==> src/source/div_config.svh <==
`ifndef DIV_CONFIG_SVH
`define DIV_CONFIG_SVH

// wishbone byte address, five registers of one word each
`define DIV_ADDR_W 5

`define DIV_REG_DIVIDEND  5'h00
`define DIV_REG_DIVISOR   5'h04
`define DIV_REG_CTRL      5'h08  // write: bit 0 selects signed and starts, read: status
`define DIV_REG_QUOTIENT  5'h0C
`define DIV_REG_REMAINDER 5'h10

`endif

==> src/source/div_pkg.sv <==
`default_nettype none

package div_pkg;

    typedef logic [31:0] word_t;  // operands, results and bus data

    typedef enum logic {
        DIV_UNSIGNED = 1'b0,
        DIV_SIGNED   = 1'b1
    } div_mode_e;

    // bits of the status word read at the ctrl offset
    localparam int STAT_BUSY = 0;
    localparam int STAT_DONE = 1;  // sticky until the next start

endpackage

`default_nettype wire

==> src/source/div_if.sv <==
`timescale 1ns/1ps
`default_nettype none

// operands and start from the bus side to the divider
interface div_req_if import div_pkg::*; ();
    div_mode_e mode;
    word_t     dividend;
    word_t     divisor;
    logic      start;     // one cycle, operands held until done

    modport front (output mode, dividend, divisor, start);
    modport core  (input mode, dividend, divisor, start);
endinterface

// divider status and results, raw and held
interface div_rsp_if import div_pkg::*; ();
    logic  busy;
    logic  done;              // one cycle, results valid with it
    word_t quotient;
    word_t remainder;
    word_t held_quotient;
    word_t held_remainder;
    logic  done_flag;         // sticky copy of done

    modport core   (output busy, done, quotient, remainder);
    modport result (input done, quotient, remainder,
                    output held_quotient, held_remainder, done_flag);
    modport front  (input busy, done, held_quotient, held_remainder, done_flag);
endinterface

`default_nettype wire

==> src/source/clz32.sv <==
`timescale 1ns/1ps
`default_nettype none

module clz32 (
    input  logic [31:0] value,
    output logic [4:0]  count
);
    logic [7:0] nib_zero;  // one flag per nibble
    logic [2:0] lead_nib;  // all-zero nibbles above the first set one
    logic [3:0] nib;
    logic [1:0] nib_clz;

    always_comb begin
        for (int n = 0; n < 8; n++) begin
            nib_zero[n] = (value[4*n +: 4] == 4'd0);
        end
    end

    // scan up from the bottom so the highest nonzero nibble wins
    always_comb begin
        lead_nib = 3'd7;  // zero word ends up at nibble 0
        for (int n = 0; n < 8; n++) begin
            if (!nib_zero[n]) lead_nib = 3'(7 - n);
        end
    end

    assign nib = value[{~lead_nib, 2'b00} +: 4];  // ~lead_nib is the nibble index

    always_comb begin
        casez (nib)
            4'b1???: nib_clz = 2'd0;
            4'b01??: nib_clz = 2'd1;
            4'b001?: nib_clz = 2'd2;
            default: nib_clz = 2'd3;  // also the zero word, giving 31
        endcase
    end

    assign count = {lead_nib, nib_clz};
endmodule

`default_nettype wire

==> src/source/div_core.sv <==
`timescale 1ns/1ps
`default_nettype none

module div_core import div_pkg::*; (
    input  logic    clk,
    input  logic    rst,
    div_req_if.core req,
    div_rsp_if.core rsp
);
    logic       signed_op;
    logic       neg_dividend;
    logic       neg_divisor;
    logic       neg_quotient;
    logic       neg_remainder;
    word_t      abs_dividend;
    word_t      abs_divisor;
    logic [4:0] dividend_clz;
    logic [4:0] divisor_clz;
    logic [4:0] clz_delta;        // divisor minus dividend leading zeros
    logic       divisor_greater;
    logic       divisor_zero;
    logic       dividend_zero;
    logic       early_exit;

    logic       running;
    logic [3:0] iter_cnt;         // remaining radix-4 steps minus one
    logic       last_iter;
    word_t      shifted_divisor;
    word_t      quo_q;
    word_t      rem_q;

    logic [33:0] diff_2x;
    logic [33:0] try_1x;
    logic [33:0] diff_1x;
    logic [1:0]  q_bits;
    word_t       rem_next;

    function automatic word_t negate_if(word_t a, logic neg);
        return neg ? (~a + 32'd1) : a;
    endfunction

    assign signed_op     = (req.mode == DIV_SIGNED);
    assign neg_dividend  = signed_op & req.dividend[31];
    assign neg_divisor   = signed_op & req.divisor[31];
    assign neg_quotient  = neg_dividend ^ neg_divisor;
    assign neg_remainder = neg_dividend;  // truncating division

    assign abs_dividend = negate_if(req.dividend, neg_dividend);
    assign abs_divisor  = negate_if(req.divisor, neg_divisor);

    clz32 i_clz_dividend (.value(abs_dividend), .count(dividend_clz));
    clz32 i_clz_divisor  (.value(abs_divisor),  .count(divisor_clz));

    // only used when the divisor is not greater, so never negative
    assign clz_delta       = divisor_clz - dividend_clz;
    assign divisor_greater = (abs_divisor > abs_dividend);
    assign divisor_zero    = (req.divisor == 32'd0);
    assign dividend_zero   = (req.dividend == 32'd0);
    assign early_exit      = divisor_greater | divisor_zero | dividend_zero;

    // one step: try 2x, then 1x on whatever is left
    assign diff_2x  = {2'b00, rem_q} - {1'b0, shifted_divisor, 1'b0};
    assign try_1x   = diff_2x[33] ? {2'b00, rem_q} : diff_2x;
    assign diff_1x  = try_1x - {2'b00, shifted_divisor};
    assign q_bits   = {~diff_2x[33], ~diff_1x[33]};
    assign rem_next = diff_1x[33] ? try_1x[31:0] : diff_1x[31:0];

    assign last_iter = (iter_cnt == 4'd0);

    always_ff @(posedge clk) begin
        if (rst) begin
            running         <= 1'b0;
            iter_cnt        <= 4'd0;
            shifted_divisor <= '0;
            quo_q           <= '0;
            rem_q           <= '0;
            rsp.done        <= 1'b0;
        end else begin
            rsp.done <= (running & last_iter) | (req.start & early_exit);
            if (req.start) begin
                running  <= ~early_exit;
                iter_cnt <= clz_delta[4:1];
                // align to an even shift so each step retires two bits
                shifted_divisor <= abs_divisor << {clz_delta[4:1], 1'b0};
                quo_q <= '0;
                rem_q <= abs_dividend;  // also the early-exit remainder
            end else if (running) begin
                running         <= ~last_iter;
                iter_cnt        <= iter_cnt - 4'd1;
                shifted_divisor <= shifted_divisor >> 2;
                quo_q           <= {quo_q[29:0], q_bits};
                rem_q           <= rem_next;
            end
        end
    end

    assign rsp.busy = running;

    // operands are still stable here, so the sign fix can stay combinational
    always_comb begin
        if (divisor_zero) begin
            rsp.quotient  = '1;
            rsp.remainder = req.dividend;
        end else if (dividend_zero) begin
            rsp.quotient  = '0;
            rsp.remainder = '0;
        end else begin
            rsp.quotient  = negate_if(quo_q, neg_quotient);
            rsp.remainder = negate_if(rem_q, neg_remainder);
        end
    end
endmodule

`default_nettype wire

==> src/source/div_result_regs.sv <==
`timescale 1ns/1ps
`default_nettype none

module div_result_regs import div_pkg::*; (
    input  logic      clk,
    input  logic      rst,
    div_rsp_if.result rsp_in,
    input  logic      req_start
);
    word_t quotient_q;
    word_t remainder_q;
    logic  done_q;

    // raw core results only hold while operands are stable, so take a copy
    always_ff @(posedge clk) begin
        if (rst) begin
            quotient_q  <= '0;
            remainder_q <= '0;
        end else if (rsp_in.done) begin
            quotient_q  <= rsp_in.quotient;
            remainder_q <= rsp_in.remainder;
        end
    end

    always_ff @(posedge clk) begin
        if (rst) begin
            done_q <= 1'b0;
        end else if (rsp_in.done) begin
            done_q <= 1'b1;
        end else if (req_start) begin
            done_q <= 1'b0;  // cleared for the new run
        end
    end

    assign rsp_in.held_quotient  = quotient_q;
    assign rsp_in.held_remainder = remainder_q;
    assign rsp_in.done_flag      = done_q;
endmodule

`default_nettype wire

==> src/source/div_wb_front.sv <==
`timescale 1ns/1ps
`default_nettype none
`include "div_config.svh"

module div_wb_front import div_pkg::*; (
    input  logic                   clk,
    input  logic                   rst,
    input  logic                   wb_cyc,
    input  logic                   wb_stb,
    input  logic                   wb_we,
    input  logic [`DIV_ADDR_W-1:0] wb_adr,
    input  word_t                  wb_dat_i,
    output word_t                  wb_dat_o,
    output logic                   wb_ack,
    div_req_if.front               req,
    div_rsp_if.front               rsp
);
    logic [`DIV_ADDR_W-1:0] reg_off;  // word aligned, byte lanes ignored
    logic      wb_req;
    logic      accept;
    logic      unit_busy;
    logic      wr;
    word_t     status;
    word_t     rd_data;
    word_t     dividend_q;
    word_t     divisor_q;
    div_mode_e mode_q;
    logic      start_q;

    assign reg_off = {wb_adr[4:2], 2'b00};
    assign wb_req  = wb_cyc & wb_stb;
    assign accept  = wb_req & ~wb_ack;  // one transfer per request

    // busy until the result block has taken the results
    assign unit_busy = rsp.busy | rsp.done;
    assign wr        = accept & wb_we & ~unit_busy;

    always_comb begin
        status            = '0;
        status[STAT_BUSY] = unit_busy;
        status[STAT_DONE] = rsp.done_flag;
    end

    always_comb begin
        case (reg_off)
            `DIV_REG_DIVIDEND:  rd_data = dividend_q;
            `DIV_REG_DIVISOR:   rd_data = divisor_q;
            `DIV_REG_CTRL:      rd_data = status;
            `DIV_REG_QUOTIENT:  rd_data = rsp.held_quotient;
            `DIV_REG_REMAINDER: rd_data = rsp.held_remainder;
            default:            rd_data = '0;
        endcase
    end

    always_ff @(posedge clk) begin
        if (rst) begin
            wb_ack     <= 1'b0;
            wb_dat_o   <= '0;
            dividend_q <= '0;
            divisor_q  <= '0;
            mode_q     <= DIV_UNSIGNED;
            start_q    <= 1'b0;
        end else begin
            wb_ack  <= accept;
            start_q <= wr & (reg_off == `DIV_REG_CTRL);  // any ctrl write starts
            if (accept & ~wb_we) wb_dat_o <= rd_data;
            if (wr) begin
                case (reg_off)
                    `DIV_REG_DIVIDEND: dividend_q <= wb_dat_i;
                    `DIV_REG_DIVISOR:  divisor_q  <= wb_dat_i;
                    `DIV_REG_CTRL:     mode_q     <= div_mode_e'(wb_dat_i[0]);
                    default: ;  // result offsets are read only
                endcase
            end
        end
    end

    assign req.mode     = mode_q;
    assign req.dividend = dividend_q;
    assign req.divisor  = divisor_q;
    assign req.start    = start_q;
endmodule

`default_nettype wire

==> src/source/div_wb_top.sv <==
`timescale 1ns/1ps
`default_nettype none
`include "div_config.svh"

module div_wb_top import div_pkg::*; (
    input  logic                   clk,
    input  logic                   rst,
    input  logic                   wb_cyc,
    input  logic                   wb_stb,
    input  logic                   wb_we,
    input  logic [`DIV_ADDR_W-1:0] wb_adr,
    input  word_t                  wb_dat_i,
    output word_t                  wb_dat_o,
    output logic                   wb_ack
);
    div_req_if req_if ();
    div_rsp_if rsp_if ();

    // bus side, owns the operand registers
    div_wb_front i_front (
        .clk      (clk),
        .rst      (rst),
        .wb_cyc   (wb_cyc),
        .wb_stb   (wb_stb),
        .wb_we    (wb_we),
        .wb_adr   (wb_adr),
        .wb_dat_i (wb_dat_i),
        .wb_dat_o (wb_dat_o),
        .wb_ack   (wb_ack),
        .req      (req_if.front),
        .rsp      (rsp_if.front)
    );

    div_core i_core (
        .clk (clk),
        .rst (rst),
        .req (req_if.core),
        .rsp (rsp_if.core)
    );

    div_result_regs i_result (
        .clk       (clk),
        .rst       (rst),
        .rsp_in    (rsp_if.result),
        .req_start (req_if.start)  // clears the sticky done
    );
endmodule

`default_nettype wire
==> config.mk <==
export PLATFORM = sky130hd
export DESIGN_NAME = div_wb_top
export DESIGN_NICKNAME = d
export VERILOG_FILES = /design/src/source/div_pkg.sv /design/src/source/div_if.sv /design/src/source/clz32.sv /design/src/source/div_core.sv /design/src/source/div_result_regs.sv /design/src/source/div_wb_front.sv /design/src/source/div_wb_top.sv
export VERILOG_INCLUDE_DIRS = /design/src /design/src/source
export SDC_FILE = /design/constraint.sdc
export NUM_CORES = 1
export LEC_CHECK = 0
export BUFFER_PORTS_ARGS = -buffer_cell sky130_fd_sc_hd__buf_2
export CELL_PAD_IN_SITES_DETAIL_PLACEMENT = 1
export CELL_PAD_IN_SITES_GLOBAL_PLACEMENT = 2
export CORE_UTILIZATION = 34
export DETAILED_ROUTE_END_ITERATION = 10
export GPL_TIMING_DRIVEN = 0
export PLACE_DENSITY = 0.74
export REMOVE_ABC_BUFFERS = 1
export SETUP_SLACK_MARGIN = 0.5
export SLEW_MARGIN = 20
export SYNTH_ARGS = -nofsm -noshare
export SYNTH_HDL_FRONTEND = slang
export SYNTH_HIERARCHICAL = 1
export SYNTH_SLANG_ARGS = --single-unit
==> constraint.sdc <==
create_clock -name clk -period 15.9 [get_ports clk]
set_input_delay 1.59 -clock clk [delete_from_list [all_inputs] [get_ports clk]]
set_output_delay 1.59 -clock clk [all_outputs]
set_load 0.05 [all_outputs]
==> metrics.txt <==
Port Buf Inserts 72; post-DP HPWL 68900 um; clock sink total 266; status finished clean; Synth cell types 94; Top-Level Pins 75; met1 WL 39800 um; clock-pin slew on the worst setup and hold paths 60 ps; xor/xnor share of the synthesized area 0.0708; Synth Area in Simple Gates 0.190; post-synth top area share 0.253; Post-synth EDFFs 0; GR Overflow Total 0; most frequent cells in the layout nand2_1, a21oi_1, dfxtp_1, nor2_1, mux2i_1; Core ar. 0.0607 mm2; Worst EP required 16410 ps; Worst EP arrival 9900 ps; post-synthesis sequential element count 266; CTS Buffer Depth 3; largest net degree at the start of global routing 106; post-DR wirelength/cell 24.9 um; register area share after synthesis 0.253; CTS buffer count 31; initial antenna violation count 0; critical-path cell list inv_1 -> ha_1 -> or4b_2 -> or3_1 -> nor3b_1 -> and2_1 -> a21oi_1 -> xnor2_1 -> inv_1 -> nor4_2 -> nand2_1 -> or2_2 -> inv_2 -> mux4_2 -> a211oi_2 -> o311a_1 -> inv_1 -> fa_2 -> inv_2 -> mux2i_1 -> o21ai_0 -> mux2i_1 -> o22a_1 -> nor2_1; pre-CTS setup slack 6510 ps; Synth Area in Compound Gates 0.266; Worst Skew 10.7 ps; Slew Limit Fails 0; GRT Overall Usage 0.275; cell count after synthesis 2761; number of global-route vias before repair 21.8k; vias per std cell 5.95; ratio of cells with drive above 1 in the final layout 0.0871; Layout area overhead 10.4%; Worst-Margin Slew 1160 ps; global-route wire length before repair 134000 um; overall power 2.17 mW; Hold EP i_front/wb_dat_o[31]; Crit Path Category reg -> reg; most used cell, CP inv_1; H-tree Lvls 1; Synthesis Warnings 6; Lkg Pwr 9.14 nW; DR WL met3 3130 um; Post-Syn Area 0.0210 mm2; crit path max fanout 33; Hold Fails Final Rpt 0; GPL Wtd Cong 0.926; CTS root buffer clkbuf_16; nets 2878; Achievable Freq 0.107 GHz; async set-or-reset flop fraction in the synthesized netlist 0; relative slew slack 0.221; highest metal used met4; 1st-pass router iterations 5; initial cell density of the core 0.346; Routed Antenna Nets 0; power per cell area 93.4 mW/mm2; main combinational cell family by area after synthesis compound AO/OA/AOI/OAI gates; min Tclk post-route 9390 ps; Worst Setup Slack, final 6510 ps; FP Rows 90; final worst path period share 0.590; number of placed cells counting well taps 3479; post-route cell area 0.0232 mm2; final wirelength 88000 um; Die W 251 um; Hold Path Class reg -> reg; DRC violations left 0; Synth area leader dfxtp_1; Initial DRC Count 1178; final setup fails 0; R2R cell count 24; Slowest Stage Delay on Critical Path 1050 ps; startpoint type of the worst setup path register; DP Area 0.0222 mm2; VDD IR max 0.0829 mV; RSZ-0062 raised after global routing no; Post-CTS Setup Bufs 0; Max Cap Viol 0; commonest register cell after synthesis dfxtp_1; commonest non-fill, non-tap cell in the layout nand2_1; met2 wire length 42500 um; Avg Inst Size Synth 7.61 um2; hold path start i_front/wb_dat_o[31]; adder-cell share of the synthesized area 0.0642; largest cells by area after synthesis dfxtp_1, mux2i_1, a21oi_1, ha_1, nand2_1; final non-filler cell total 3537; CP Capture Type register; CTS tree built; hold path cells 1; post-synthesis mux area share 0.0946; Clock Latency Late Sink 590 ps; Slowest cell on crit path fa_2; reg-to-reg startpoint i_front/req.dividend[0]; RR Endpoint i_core/shifted_divisor[15]; chip height 251 um; CTS Hold Bufs 0; post-CTS sizing 0; via count 21.0k; flop2flop setup slack 6510 ps; post-route setup TNS 0 ps; full die area 0.0628 mm2
==> report_power, final <==
part	switching (mW)	leakage (nW)	internal (mW)
Combinational	0.518	6.51	0.258
Sequential	0.00376	2.14	0.668
Clock	0.301	0.492	0.417
Total	0.823	9.14	1.34
==> cell families (layout without fill, tap and decap cells) <==
family	count (synthesis)	in the layout
compound gates	866	866
xor+xnor	169	169
fa+ha+maj	106	106
buf+inv	302	295
flops	266	266
mux	191	191
other cells	0	1
simple gates	861	861
==> critical path: cells and delay by family, from the launching register on <==
| kind | cells | cell delay, ps |
|---|---|---|
| adder cells (fa/ha/maj) | 2 | 1260 |
| flip-flops | 1 | 390 |
| AND/OR/NAND/NOR | 8 | 3480 |
| buffers and inverters | 5 | 1020 |
| AO/OA/AOI/OAI | 5 | 1680 |
| multiplexers | 3 | 930 |
| XOR/XNOR | 1 | 490 |
==> worst max path at each step <==
stage	startpoint	to	slack, ps	cells past startpoint
2_1_floorplan	i_front/req.dividend[0]	i_core/shifted_divisor[30]	8420	23
3_3_place_gp	i_core/rem_q[1]	i_core/rem_q[28]	5230	20
3_5_place_dp	i_front/req.dividend[0]	i_core/shifted_divisor[28]	6510	25
4_1_cts	i_front/req.dividend[0]	i_core/shifted_divisor[28]	6460	25
5_1_grt	i_front/req.dividend[0]	i_core/shifted_divisor[28]	6130	25
6_report	i_front/req.dividend[0]	i_core/shifted_divisor[15]	6510	24
==> through the flow <==
stage	util	hold slack (ps)
6_report	0.382	457
5_1_grt	0.382	485
4_1_cts	0.382	462
3_5_place_dp	0.366	444
3_3_place_gp	0.356	443
2_1_floorplan	-	443
==> state kept, by name (all words and copies together) (netlist names), 4 cells and up <==
signal / cells
i_core/iter_cnt: 4
i_core/quo_q: 32
i_core/rem_q: 32
i_core/shifted_divisor: 32
i_front/req.dividend: 32
i_front/req.divisor: 32
i_front/wb_dat_o: 32
i_result/rsp_in.held_quotient: 32
i_result/rsp_in.held_remainder: 32
==> routing by layer <==
layer | track usage | up-vias
met5 | 0 | -
met4 | 0.0782 | 0
met3 | 0.0186 | 116
met2 | 0.484 | 437
met1 | 0.359 | 10515
li1 | - | 9981
==> cell usage after synthesis, types with 13 or more instances <==
| cell type | instances |
|---|---|
| nor2_1 | 260 |
| o2bb2ai_1 | 28 |
| o22ai_1 | 53 |
| o21a_1 | 17 |
| o41ai_1 | 14 |
| nand2b_1 | 20 |
| mux2i_1 | 166 |
| and3_1 | 19 |
| ha_1 | 103 |
| buf_1 | 21 |
| dfxtp_1 | 266 |
| a211o_1 | 15 |
| nand2_1 | 282 |
| nor4_1 | 30 |
| o211ai_1 | 19 |
| inv_1 | 131 |
| o31ai_1 | 39 |
| a21o_1 | 58 |
| clkbuf_1 | 111 |
| a21oi_1 | 278 |
| nor3_1 | 56 |
| a211oi_1 | 37 |
| o32ai_1 | 13 |
| xor2_1 | 72 |
| mux2_2 | 20 |
| nand4_1 | 22 |
| nand3_1 | 66 |
| o21ai_0 | 153 |
| buf_2 | 23 |
| or4_1 | 21 |
| a31oi_1 | 33 |
| and2_1 | 19 |
| xnor2_1 | 96 |
==> cell type report <==
cell class,count,area [um2]
clock inverter,7,66.3
inverter,136,510
timing repair buffer,102,835
sequential,266,5330
multi-input combinational,2193,14500
tap,782,978
clock buffer,50,938
fill,7338,37500
antenna,1,2.50
(Power assumes the default switching activity.)
